### src/verilog/cl_firesim_defs.svh
`ifndef CL_FIRESIM_DEFS_SVH
`define CL_FIRESIM_DEFS_SVH

// ------------------------------
// bus and datapath widths
// ------------------------------
`define CL_OCL_ADDR_W 32            // ocl byte address
`define CL_DATA_W     32            // ocl data word
`define CL_TICK_W     8             // prescaler
`define CL_CNT_W      16            // event counter

// ------------------------------
// identity and status words
// ------------------------------
`define CL_SH_ID0     32'hF000_1D0F // vendor / device id
`define CL_SH_ID1     32'h1D51_FEDC // subsystem ids
`define CL_STATUS0    32'h0000_0FF0 // fixed status word
`define CL_VERSION    32'hEEEE_EE00 // build version

`endif

### src/verilog/cl_bus_pkg.sv
`include "cl_firesim_defs.svh"

package cl_bus_pkg;

  // ------------------------------
  // ocl axi-lite payload types
  // ------------------------------
  typedef logic [`CL_OCL_ADDR_W-1:0] ocl_addr_t;  // byte address
  typedef logic [`CL_DATA_W-1:0]     ocl_data_t;  // data word
  typedef logic [`CL_DATA_W/8-1:0]   ocl_strb_t;  // one enable per byte

  typedef enum logic [1:0]
  {
    RESP_OKAY   = 2'b00,                          // normal access
    RESP_SLVERR = 2'b10                           // unmapped offset
  } ocl_resp_e;

  // ------------------------------
  // register map, byte offsets
  // ------------------------------
  typedef enum logic [7:0]
  {
    REG_ID0       = 8'h00,                        // ro, pci ids
    REG_ID1       = 8'h04,                        // ro, subsystem ids
    REG_STATUS0   = 8'h08,                        // ro, fixed status
    REG_VERSION   = 8'h0C,                        // ro, build version
    REG_CTRL      = 8'h10,                        // enable, oneshot, clear, load
    REG_TICK_VAL  = 8'h14,                        // prescaler terminal value
    REG_LOAD_VAL  = 8'h18,                        // counter preload
    REG_WATERMARK = 8'h1C,                        // compare threshold
    REG_COUNT     = 8'h20,                        // ro, {tick_cnt, cnt}
    REG_FLAGS     = 8'h24                         // ro, {ge_watermark, tick}
  } reg_ofs_e;

endpackage

### src/verilog/cl_cnt_pkg.sv
`include "cl_firesim_defs.svh"

package cl_cnt_pkg;

  // ------------------------------
  // counter block value types
  // ------------------------------
  typedef logic [`CL_TICK_W-1:0] tick_t;  // prescaler count
  typedef logic [`CL_CNT_W-1:0]  cnt_t;   // event count

  // controls handed from the register file to the counter block
  typedef struct packed
  {
    logic  enable;                        // count while set
    logic  oneshot;                       // saturate instead of wrap
    logic  clear;                         // one-cycle pulse
    logic  load;                          // one-cycle pulse
    tick_t tick_value;                    // prescaler terminal value
    cnt_t  load_value;                    // preload for load pulse
    cnt_t  watermark;                     // ge_watermark threshold
  } cnt_ctrl_t;

endpackage

### src/verilog/cl_ifs.sv
`timescale 1ns/100ps

// single-cycle register access between the ocl slave and the register file
interface reg_bus_if;

  import cl_bus_pkg::*;

  logic      wr;     // write strobe, one cycle
  logic      rd;     // read strobe, one cycle
  ocl_addr_t addr;   // byte address
  ocl_data_t wdata;
  ocl_strb_t wstrb;
  ocl_data_t rdata;  // comb answer, same cycle
  logic      err;    // unmapped offset

  modport master
  (
    output wr, rd, addr, wdata, wstrb,
    input  rdata, err
  );

  modport slave
  (
    input  wr, rd, addr, wdata, wstrb,
    output rdata, err
  );

endinterface

// counter controls out, counter state back
interface cnt_if;

  import cl_cnt_pkg::*;

  cnt_ctrl_t cfg;           // from the register file
  tick_t     tick_cnt;      // prescaler value
  cnt_t      cnt;           // event counter value
  logic      tick;          // prescaler wrap pulse
  logic      ge_watermark;  // cnt >= watermark

  modport ctrl (output cfg, input tick_cnt, cnt, tick, ge_watermark);
  modport core (input cfg, output tick_cnt, cnt, tick, ge_watermark);

endinterface

### src/verilog/cl_ocl_slave.sv
`timescale 1ns/100ps

module cl_ocl_slave
(
  input  logic                  clk_main_a0,
  input  logic                  rst_main_n,
  input  cl_bus_pkg::ocl_addr_t awaddr,
  input  logic                  awvalid,
  output logic                  awready,
  input  cl_bus_pkg::ocl_data_t wdata,
  input  cl_bus_pkg::ocl_strb_t wstrb,
  input  logic                  wvalid,
  output logic                  wready,
  output cl_bus_pkg::ocl_resp_e bresp,
  output logic                  bvalid,
  input  logic                  bready,
  input  cl_bus_pkg::ocl_addr_t araddr,
  input  logic                  arvalid,
  output logic                  arready,
  output cl_bus_pkg::ocl_data_t rdata,
  output cl_bus_pkg::ocl_resp_e rresp,
  output logic                  rvalid,
  input  logic                  rready,
  reg_bus_if.master             bus
);

  import cl_bus_pkg::*;

  logic      wr_go;     // start a write next cycle
  logic      rd_go;     // start a read next cycle
  logic      wr_acc_q;  // aw/w accept cycle, also the register write strobe
  logic      rd_acc_q;  // ar accept cycle, also the register read strobe
  ocl_resp_e resp_c;

  // ------------------------------
  // accept decisions
  // ------------------------------
  // aw and w must arrive together, nothing while a b response is pending
  assign wr_go = awvalid & wvalid & ~bvalid & ~wr_acc_q;
  // writes win a tie so wr and rd strobes never overlap
  assign rd_go = arvalid & ~rvalid & ~rd_acc_q & ~wr_go;

  assign awready = wr_acc_q;
  assign wready  = wr_acc_q;  // same cycle as awready
  assign arready = rd_acc_q;

  // ------------------------------
  // register side strobes
  // ------------------------------
  assign bus.wr    = wr_acc_q;
  assign bus.rd    = rd_acc_q;
  assign bus.addr  = wr_acc_q ? awaddr : araddr;  // write address only during its strobe
  assign bus.wdata = wdata;                        // still held by the master
  assign bus.wstrb = wstrb;

  assign resp_c = bus.err ? RESP_SLVERR : RESP_OKAY;

  always_ff @(posedge clk_main_a0)
  begin
    if (!rst_main_n)
    begin
      wr_acc_q <= 1'b0;
      rd_acc_q <= 1'b0;
      bvalid   <= 1'b0;
      rvalid   <= 1'b0;
    end
    else
    begin
      wr_acc_q <= wr_go;
      rd_acc_q <= rd_go;
      if (wr_acc_q)
        bvalid <= 1'b1;   // response the cycle after accept
      else if (bready)
        bvalid <= 1'b0;   // held until the host takes it
      if (rd_acc_q)
        rvalid <= 1'b1;
      else if (rready)
        rvalid <= 1'b0;
    end
  end

  // response payload, captured on the strobe and stable while valid
  always_ff @(posedge clk_main_a0)
  begin
    if (wr_acc_q)
      bresp <= resp_c;
    if (rd_acc_q)
    begin
      rdata <= bus.rdata;
      rresp <= resp_c;
    end
  end

endmodule

### src/verilog/cl_reg_file.sv
`timescale 1ns/100ps
`include "cl_firesim_defs.svh"

module cl_reg_file
(
  input  logic     clk_main_a0,
  input  logic     rst_main_n,
  reg_bus_if.slave bus,
  cnt_if.ctrl      cnt
);

  import cl_bus_pkg::*;
  import cl_cnt_pkg::*;

  reg_ofs_e  ofs;          // low address byte
  logic      ofs_hi_zero;  // nothing mapped above 0xff
  logic      hit;          // access lands on a defined register
  ocl_data_t rdata_c;
  cnt_ctrl_t ctrl_q;       // all host-written control state

  // per-byte update of a counter-width register
  function automatic cnt_t byte_merge(cnt_t cur, ocl_data_t d, ocl_strb_t s);
    cnt_t res;
    res = cur;
    for (int b = 0; b < `CL_CNT_W / 8; b++)
    begin
      if (s[b])
        res[b*8 +: 8] = d[b*8 +: 8];
    end
    return res;
  endfunction

  assign ofs         = reg_ofs_e'(bus.addr[7:0]);
  assign ofs_hi_zero = (bus.addr[`CL_OCL_ADDR_W-1:8] == '0);

  // ------------------------------
  // decode and read mux
  // ------------------------------
  always_comb
  begin
    rdata_c = '0;
    hit     = ofs_hi_zero;
    case (ofs)
      REG_ID0:       rdata_c = `CL_SH_ID0;
      REG_ID1:       rdata_c = `CL_SH_ID1;
      REG_STATUS0:   rdata_c = `CL_STATUS0;
      REG_VERSION:   rdata_c = `CL_VERSION;
      REG_CTRL:      rdata_c[1:0] = {ctrl_q.oneshot, ctrl_q.enable};  // pulses read as 0
      REG_TICK_VAL:  rdata_c[`CL_TICK_W-1:0] = ctrl_q.tick_value;
      REG_LOAD_VAL:  rdata_c[`CL_CNT_W-1:0] = ctrl_q.load_value;
      REG_WATERMARK: rdata_c[`CL_CNT_W-1:0] = ctrl_q.watermark;
      REG_COUNT:
      begin
        rdata_c[`CL_CNT_W-1:0]         = cnt.cnt;
        rdata_c[`CL_CNT_W +: `CL_TICK_W] = cnt.tick_cnt;  // prescaler in 23:16
      end
      REG_FLAGS:     rdata_c[1:0] = {cnt.ge_watermark, cnt.tick};
      default:       hit = 1'b0;  // hole in the map
    endcase
    if (!hit)
      rdata_c = '0;  // errored reads return zero
  end

  assign bus.rdata = rdata_c;
  assign bus.err   = ~hit;

  // ------------------------------
  // control register writes
  // ------------------------------
  always_ff @(posedge clk_main_a0)
  begin
    if (!rst_main_n)
      ctrl_q <= '0;
    else
    begin
      ctrl_q.clear <= 1'b0;  // pulses last one cycle
      ctrl_q.load  <= 1'b0;
      if (bus.wr && hit)
      begin
        case (ofs)
          REG_CTRL:
          begin
            if (bus.wstrb[0])
            begin
              ctrl_q.enable  <= bus.wdata[0];
              ctrl_q.oneshot <= bus.wdata[1];
              ctrl_q.clear   <= bus.wdata[2];  // write-one pulse
              ctrl_q.load    <= bus.wdata[3];  // write-one pulse
            end
          end
          REG_TICK_VAL:
          begin
            if (bus.wstrb[0])
              ctrl_q.tick_value <= bus.wdata[`CL_TICK_W-1:0];
          end
          REG_LOAD_VAL:  ctrl_q.load_value <= byte_merge(ctrl_q.load_value, bus.wdata, bus.wstrb);
          REG_WATERMARK: ctrl_q.watermark  <= byte_merge(ctrl_q.watermark, bus.wdata, bus.wstrb);
          default:       ;  // read-only registers ignore writes
        endcase
      end
    end
  end

  assign cnt.cfg = ctrl_q;

endmodule

### src/verilog/cl_tick_counter.sv
`timescale 1ns/100ps

module cl_tick_counter
(
  input  logic clk_main_a0,
  input  logic rst_main_n,
  cnt_if.core  cnt
);

  import cl_cnt_pkg::*;

  cnt_ctrl_t cfg_q;       // controls, one cycle behind the registers
  tick_t     tick_cnt_q;  // prescaler
  cnt_t      cnt_q;       // event counter
  logic      tick_q;
  logic      ge_wm_q;
  logic      tick_hit;    // prescaler at its terminal value
  logic      cnt_sat;     // oneshot counter parked at all ones

  // >= so a lowered tick_value never strands the prescaler above it
  assign tick_hit = (tick_cnt_q >= cfg_q.tick_value);
  assign cnt_sat  = cfg_q.oneshot && (cnt_q == '1);

  // ------------------------------
  // prescaler and event counter
  // ------------------------------
  always_ff @(posedge clk_main_a0)
  begin
    if (!rst_main_n)
    begin
      cfg_q      <= '0;
      tick_cnt_q <= '0;
      cnt_q      <= '0;
      tick_q     <= 1'b0;
      ge_wm_q    <= 1'b0;
    end
    else
    begin
      cfg_q <= cnt.cfg;  // latch controls
      // prescaler: clear, hold when disabled, wrap at tick_value
      if (cfg_q.clear)
        tick_cnt_q <= '0;
      else if (cfg_q.enable)
        tick_cnt_q <= tick_hit ? '0 : tick_cnt_q + 1'b1;
      // event counter: clear, load, hold, step on tick
      if (cfg_q.clear)
        cnt_q <= '0;
      else if (cfg_q.load)
        cnt_q <= cfg_q.load_value;
      else if (cfg_q.enable && tick_hit && !cnt_sat)
        cnt_q <= cnt_q + 1'b1;  // wraps unless oneshot
      tick_q  <= cfg_q.enable & ~cfg_q.clear & tick_hit;  // once per tick_value+1 cycles
      ge_wm_q <= (cnt_q >= cfg_q.watermark);              // lags cnt by one
    end
  end

  assign cnt.tick_cnt     = tick_cnt_q;
  assign cnt.cnt          = cnt_q;
  assign cnt.tick         = tick_q;
  assign cnt.ge_watermark = ge_wm_q;

endmodule

### src/verilog/cl_firesim.sv
`timescale 1ns/100ps

module cl_firesim
(
  input  logic                  clk_main_a0,
  input  logic                  rst_main_n,
  // ocl axi-lite from the shell
  input  cl_bus_pkg::ocl_addr_t awaddr,
  input  logic                  awvalid,
  output logic                  awready,
  input  cl_bus_pkg::ocl_data_t wdata,
  input  cl_bus_pkg::ocl_strb_t wstrb,
  input  logic                  wvalid,
  output logic                  wready,
  output cl_bus_pkg::ocl_resp_e bresp,
  output logic                  bvalid,
  input  logic                  bready,
  input  cl_bus_pkg::ocl_addr_t araddr,
  input  logic                  arvalid,
  output logic                  arready,
  output cl_bus_pkg::ocl_data_t rdata,
  output cl_bus_pkg::ocl_resp_e rresp,
  output logic                  rvalid,
  input  logic                  rready,
  // counter status
  output logic                  tick,
  output logic                  cnt_ge_watermark
);

  reg_bus_if reg_bus ();  // slave -> register file
  cnt_if     cnt_bus ();  // register file -> counter block

  // ------------------------------
  // host register path
  // ------------------------------
  cl_ocl_slave ocl_slave_i
  (
    .clk_main_a0 (clk_main_a0),
    .rst_main_n  (rst_main_n),
    .awaddr      (awaddr),
    .awvalid     (awvalid),
    .awready     (awready),
    .wdata       (wdata),
    .wstrb       (wstrb),
    .wvalid      (wvalid),
    .wready      (wready),
    .bresp       (bresp),
    .bvalid      (bvalid),
    .bready      (bready),
    .araddr      (araddr),
    .arvalid     (arvalid),
    .arready     (arready),
    .rdata       (rdata),
    .rresp       (rresp),
    .rvalid      (rvalid),
    .rready      (rready),
    .bus         (reg_bus.master)
  );

  cl_reg_file reg_file_i
  (
    .clk_main_a0 (clk_main_a0),
    .rst_main_n  (rst_main_n),
    .bus         (reg_bus.slave),
    .cnt         (cnt_bus.ctrl)
  );

  cl_tick_counter tick_counter_i
  (
    .clk_main_a0 (clk_main_a0),
    .rst_main_n  (rst_main_n),
    .cnt         (cnt_bus.core)
  );

  assign tick             = cnt_bus.tick;
  assign cnt_ge_watermark = cnt_bus.ge_watermark;

endmodule

### config.mk
export PLATFORM = sky130hd
export DESIGN_NAME = cl_firesim
export DESIGN_NICKNAME = d
export VERILOG_FILES = /design/src/verilog/cl_bus_pkg.sv /design/src/verilog/cl_cnt_pkg.sv /design/src/verilog/cl_ifs.sv /design/src/verilog/cl_ocl_slave.sv /design/src/verilog/cl_reg_file.sv /design/src/verilog/cl_tick_counter.sv /design/src/verilog/cl_firesim.sv
export VERILOG_INCLUDE_DIRS = /design/src /design/src/verilog
export SDC_FILE = /design/constraint.sdc
export NUM_CORES = 1
export LEC_CHECK = 0
export ABC_AREA = 1
export BUFFER_PORTS_ARGS = -buffer_cell sky130_fd_sc_hd__buf_2
export CORE_MARGIN = 1.5
export CORE_UTILIZATION = 52
export CTS_CLUSTER_SIZE = 16
export DETAILED_ROUTE_END_ITERATION = 10
export PLACE_DENSITY = 0.76
export SLEW_MARGIN = 20
export SYNTH_ARGS = -nofsm -noshare
export SYNTH_HDL_FRONTEND = slang
export SYNTH_SLANG_ARGS = --single-unit
### constraint.sdc
create_clock -name clk_main_a0 -period 2.2 [get_ports clk_main_a0]
set_clock_uncertainty 0.05 [all_clocks]
set_input_delay 0.11 -clock clk_main_a0 [delete_from_list [all_inputs] [get_ports clk_main_a0]]
set_output_delay 0.11 -clock clk_main_a0 [all_outputs]
set_load 0.01 [all_outputs]
### Word level (Yosys, flattened, before mapping)

Cells that the tools add are included.

| cells by class | value |
|---|---|
| muxes and demuxes | 15 |
| div/mod/pow operators | 0 |
| shift-type cells | 0 |
| add/subtract/negate cells | 2 |
| bitwise operators | 15 |
| magnitude comparators | 2 |
| multiply operators | 0 |
| reduce and logical (&&, ||, !) cells | 19 |
| equal/unequal tests | 10 |

Operator list:

| operator | number |
|---|---|
| $pmux 8 s7 | 1 |
| $pmux 8 s3 | 2 |
| $pmux 6 s7 | 1 |
| $eq 8x5->1 const B | 4 |
| $mux 16 | 2 |
| $mux 32 | 1 |
| $logic_not 24->1 | 1 |
| $reduce_and 3->1 | 6 |
| $add 16x1->16 const B | 1 |
| $eq 16x16->1 const B | 1 |
| $eq 8x4->1 const B | 2 |
| $eq 8x6->1 const B | 2 |
| $ge 16x16->1 | 1 |
| $pmux 2 s7 | 1 |
| $reduce_or 10->1 | 1 |
| $add 8x1->8 const B | 1 |
| $and 1x1->1 | 8 |
| $eq 8x3->1 const B | 1 |
| $ge 8x8->1 | 1 |
| $logic_not 8->1 | 1 |
| $mux 8 | 1 |
| $not 1->1 | 7 |
| $reduce_bool 2->1 | 3 |
| $mux 1 | 5 |
| 5 further kinds | 8 |

| storage, ports and cells | value |
|---|---|
| memory bits (read-only) | 0 |
| memories | 0 |
| register bits after elaboration | 154 |
| logic and storage cells | 90 |
| bits in latches | 0 |
| RAM bits | 0 |

### Longest topological paths before layout

| depth | value |
|---|---|
| depth after elaboration | 6 |
| mapped depth | 15 |
| mapped depth without buffers | 14 |

### By module

Synthesis repeated with hierarchy kept, for this count alone.

| unflattened totals | value |
|---|---|
| cells, all modules | 1128 |
| area total of the unflattened synthesis | 8071.5 um2 |

Modules (own cells, without submodules):

| module | area an instance (um2) | cells each | instances |
|---|---|---|---|
| cl_tick_counter | 3392.0 | 470 | 1 |
| cl_reg_file | 2755.1 | 455 | 1 |
| cl_ocl_slave | 1924.3 | 203 | 1 |

### Worst setup path before layout

No wires, ideal clock.

| timing | value |
|---|---|
| path kind | reg2reg |
| start | register ocl_slave_i.wr_acc_q, in the netlist ocl_slave_i.awready |
| end | register ocl_slave_i.rdata[1], data pin |
| path buffers | 3 |
| setup slack | 0.160 ns |
| data required time | 1.894 ns |
| arrival time | 1.734 ns |
| cell stages (with the launch flop) | 15 |
| setup time | 0.256 ns |
| path through | dfxtp_1 -> buf_6 -> nand2_1 -> nand2_2 -> nor2_2 -> nand2_1 -> nor2_4 -> nor2_2 -> nand3_2 -> nand2_4 -> nand2_8 -> buf_6 -> inv_2 -> buf_6 -> nor2_1 |

| on the way | value |
|---|---|
| word-level cells in the longest chain between the ends | 4 |

Ends and longest elaborated chain:

| what | line | text |
|---|---|---|
| start: declaration | cl_ocl_slave.sv:31 | `logic wr_acc_q;` |
| start signal: assignment | cl_ocl_slave.sv:69 | `wr_acc_q <= wr_go;` |
| $mux 32 * | cl_ocl_slave.sv:52 | `assign bus.addr = wr_acc_q ? awaddr : araddr;` |
| $eq 8x4->1, or another cell as far along | cl_reg_file.sv:43 | `case (ofs)` |
| $reduce_or 10->1 (no line) | -- |  |
| $mux 1 | cl_reg_file.sv:43 |  |
| end signal: assignment | cl_ocl_slave.sv:89 | `rdata <= bus.rdata;` |
| end: declaration | cl_ocl_slave.sv:20 | `output cl_bus_pkg::ocl_data_t rdata,` |

Mark *: on every way between the ends. The rest lies on a longest branch, timed or not.
A chain may end at the register's enable or synchronous reset.

### Worst setup path in the final report

| timing | value |
|---|---|
| start | register ocl_slave_i.wr_acc_q, in the netlist ocl_slave_i.awready |
| end | register reg_file_i.ctrl_q (netlist bit reg_file_i.cnt.cfg[42]) |

| on the way | value |
|---|---|
| word-level cells in the longest chain between the ends | 6 |

Ends and longest elaborated chain:

| what | line | text |
|---|---|---|
| $mux 32 | cl_ocl_slave.sv:52 |  |
| $eq 8x4->1, or another cell as far along | cl_reg_file.sv:43 |  |
| $reduce_or 10->1 (no line) | -- |  |
| $mux 1 | cl_reg_file.sv:43 |  |
| $logic_and 1x1->1 | cl_reg_file.sv:78 | `if (bus.wr && hit)` |
| $reduce_and 3->1 (no line) * | -- |  |
| end: declaration | cl_reg_file.sv:19 | `cnt_ctrl_t ctrl_q;` |

Marks and branches as above.

==> results.sh <==
export IMPL_ant_nets=0
export IMPL_antenna_found_initial=0
export IMPL_max_slew_margin_pct=66.5
export IMPL_htreeDepth=4
export IMPL_async_flop_share_pct=0
export IMPL_grt_ovfl_total=0
export IMPL_leakagePower_nw=4.72
export IMPL_cp_max_fo=10
export IMPL_cts_clk_slew_worst_paths_ps=60
export IMPL_cts_root_buf="clkbuf_16"
export IMPL_path_class="reg2reg"
export IMPL_cts_sinks=149
export IMPL_grt_use_met2_pct=47.2
export IMPL_dieArea_sq_um=15300
export IMPL_synth_seq_area_share_pct=43.6
export IMPL_port_buffers=129
export IMPL_critPathRequiredTime_ps=2510
export IMPL_routabilityCongestion=0.921
export IMPL_vias=7169
export IMPL_slowest_delay_ps=370
export IMPL_use_met1_pct=33.8
export IMPL_avgSynthCellArea_sq_um=7.17
export IMPL_synth_top_area_cell="dfxtp_1"
export IMPL_worstSkewPairLatency_ps=420
export IMPL_p_per_area_nw_per_um2=663
export IMPL_core_rowCount=43
export IMPL_cts_tree="built"
export IMPL_route_detailed_drc=0
export IMPL_hold_ws_ps=2.25
export IMPL_period_share_pct=94.8
export IMPL_syn_cell_area_sq_um=7550
export IMPL_synth_top_area_share_pct=31.3
export IMPL_syn_to_final_growth_pct=24.7
export IMPL_crit_chain="buf_4 > nand2_1 > nand2_2 > nor2_2 > nand2_1 > nor2_4 > nor2_2 > nand3_2 > nand2_4 > nand2_4 > nand3_2 > nand2_1 > inv_1 > nor2_1"
export IMPL_core_area_sq_um=14000
export IMPL_drt_iter0_markers=658
export IMPL_via_per_inst=5.07
export IMPL_die_w_um=124
export IMPL_rsz0062_at_grt="true"
export IMPL_status="completed"
export IMPL_io_pins=150
export IMPL_setup_viol_count_final=0
export IMPL_grt_use_met3_pct=5.63
export IMPL_ys_flop_type="dfxtp_1"
export IMPL_drive_gt1_share_pct=19.9
export IMPL_tightest_slew_ps=501
export IMPL_synth_edf_count=31
export IMPL_yosys_top_cells_count="237 x nand2_1, 216 x inv_1, 149 x nor2_1, 118 x dfxtp_1, 55 x nand4_1"
export IMPL_synthMostInstantiatedCell="nand2_1"
export IMPL_busiest_layer="met2"
export IMPL_clock_fmax_mhz=480
export IMPL_ir_drop_mv=0.530
export IMPL_gr_usage_all_layers_pct=27.7
export IMPL_max_cap_violations=0
export IMPL_netlist_top_cells_area="dfxtp_1 31%, edfxtp_1 12%, nand2_1 12%, inv_1 11%, nor2_1 7.4%"
export IMPL_start_util_pct=53.8
export IMPL_total_power_w=0.00624
export IMPL_routed_wl_um=20000
export IMPL_end_kind="register"
export IMPL_grt_pass1_wl_um=32300
export IMPL_first_pass_iters=5
export IMPL_synth_warnings=0
export IMPL_post_route_min_period_ps=2090
export IMPL_synth_seq_cells=149
export IMPL_cts_buffer_depth=2
export IMPL_hold_viol_final=0
export IMPL_startpoint_type="register"
export IMPL_dp_hpwl_um=14200
export IMPL_crit_path_frequent_cell="nand2_1"
export IMPL_cts_buffers=17
export IMPL_nets=1354
export IMPL_worst_path_max_delay_cell="dfxtp_4"
export IMPL_slew_viol_final=0
export IMPL_arrival_ps=2400
export IMPL_hold_class="in2reg"
export IMPL_grt_pass1_vias=6949
export IMPL_die_y_um=124
export IMPL_insertedDiodeCount=0
export IMPL_grt_max_degree=89
export IMPL_synthCells=1053
export IMPL_post_drt_wl_per_cell_um=14.2
export IMPL_yosysUniqueCellTypes=37
==> layout make-up <==
type                            count  area (sq um)
Multi-Input combinational cell    646          3310
Inverter                          223           840
Tap cell                          180           225
Timing Repair Buffer              184          1120
Clock inverter                     13           194
Sequential cell                   149          3300
Clock buffer                       19           433
Fill cell                        1149          4620
==> kinds of logic (layout without fill, tap and decap cells) <==
| logic type | Yosys count | after routing | share of synthesized area (%) |
|---|---|---|---|
| xor gates and xnor gates | 12 | 12 | 1.39 |
| DFF | 149 | 149 | 43.6 |
| and+or+nand+nor | 515 | 517 | 30.2 |
| other | 1 | 2 | 0.0497 |
| adders and majority gates | 26 | 26 | 4.31 |
| AOI/OAI and AO/OA | 89 | 89 | 6.66 |
| buffers and inverters | 261 | 439 | 13.8 |
==> state kept, by name, summed over array words and instances (netlist names) <==
signal	cells
reg_file_i.cnt.cfg	44
tick_counter_i.cfg_q	44
ocl_slave_i.rdata	29
tick_counter_i.cnt.cnt	16
tick_counter_i.cnt.tick_cnt	8
ocl_slave_i.arready	1
ocl_slave_i.awready	1
ocl_slave_i.bresp	1
ocl_slave_i.bvalid	1
ocl_slave_i.rresp	1
ocl_slave_i.rvalid	1
tick_counter_i.cnt.ge_watermark	1
tick_counter_i.cnt.tick	1
==> cell usage in the layout (no fill, tap or decap), drive strengths merged <==
cell	instances
a21oi	32
a221oi	1
a31oi	2
a41oi	5
and3	1
buf	174
bufinv	4
clkbuf	19
clkinv	4
clkinvlp	2
conb	2
dfxtp	118
dlygate4sd3	10
edfxtp	31
ha	26
inv	226
nand2	244
nand3	35
nand3b	4
nand4	55
nor2	158
nor3	18
nor3b	1
nor4	1
o211ai	1
o21ai	32
o221ai	4
o22ai	12
xnor2	1
xor2	11
==> worst max-delay path, delay by kind of cell (launching register included) <==
family        cells  cell delay, ps
simple gates     12            1390
flops             1             370
buf+inv           2             200
==> report_power, final <==
part | internal (W) | switching (W)
Combinational | 0.000131 | 0.000182
Sequential | 0.00280 | 0.0000132
Clock | 0.00192 | 0.00119
Total | 0.00485 | 0.00139
==> stage by stage <==
stage                     instances  utilization [%]  area (sq um)  TNS, ps  setup WS [ps]
after floorplan                1054                -          7550        0            160
after global placement         1366             60.9          8560        0           34.7
after detailed placement       1366             60.9          8560    -9.15          -5.90
after CTS                      1408             66.1          9290        0           81.1
after global routing           1414             67.1          9420     -577          -59.9
final                          1414             67.1          9420        0            115
==> path summary, 6_finish.rpt <==
path	cells after the start	endpoint	slack, ps	startpoint
min reg2reg	2	tick_counter_i.cfg_q[3]	380	reg_file_i.cnt.cfg[3]
max reg2reg	14	reg_file_i.cnt.cfg[42]	110	ocl_slave_i.awready
max	14	reg_file_i.cnt.cfg[42]	110	ocl_slave_i.awready
min	5	reg_file_i.cnt.cfg[10]	2	wdata[10]
==> what timing repair did <==
action | CTS | global route
gates cloned | 0 | 2
hold buffers | 10 | 0
endpoints found under the setup margin | 6 | 77
pin swaps | 0 | 4
gates resized for setup | 1 | 21
setup buffers | 0 | 4
endpoints found under the hold margin | 15 | 0
==> per-layer routing <==
metal / vias up / share of wire (%) / routed length, um
met4: 0 / 3.1 / 625
met1: 3175 / 41 / 8240
li1: 3625 / - / -
met2: 325 / 47 / 9490
met5: - / 0 / 0
met3: 44 / 8.3 / 1670
Note: power is estimated with default switching activity, not from simulation.
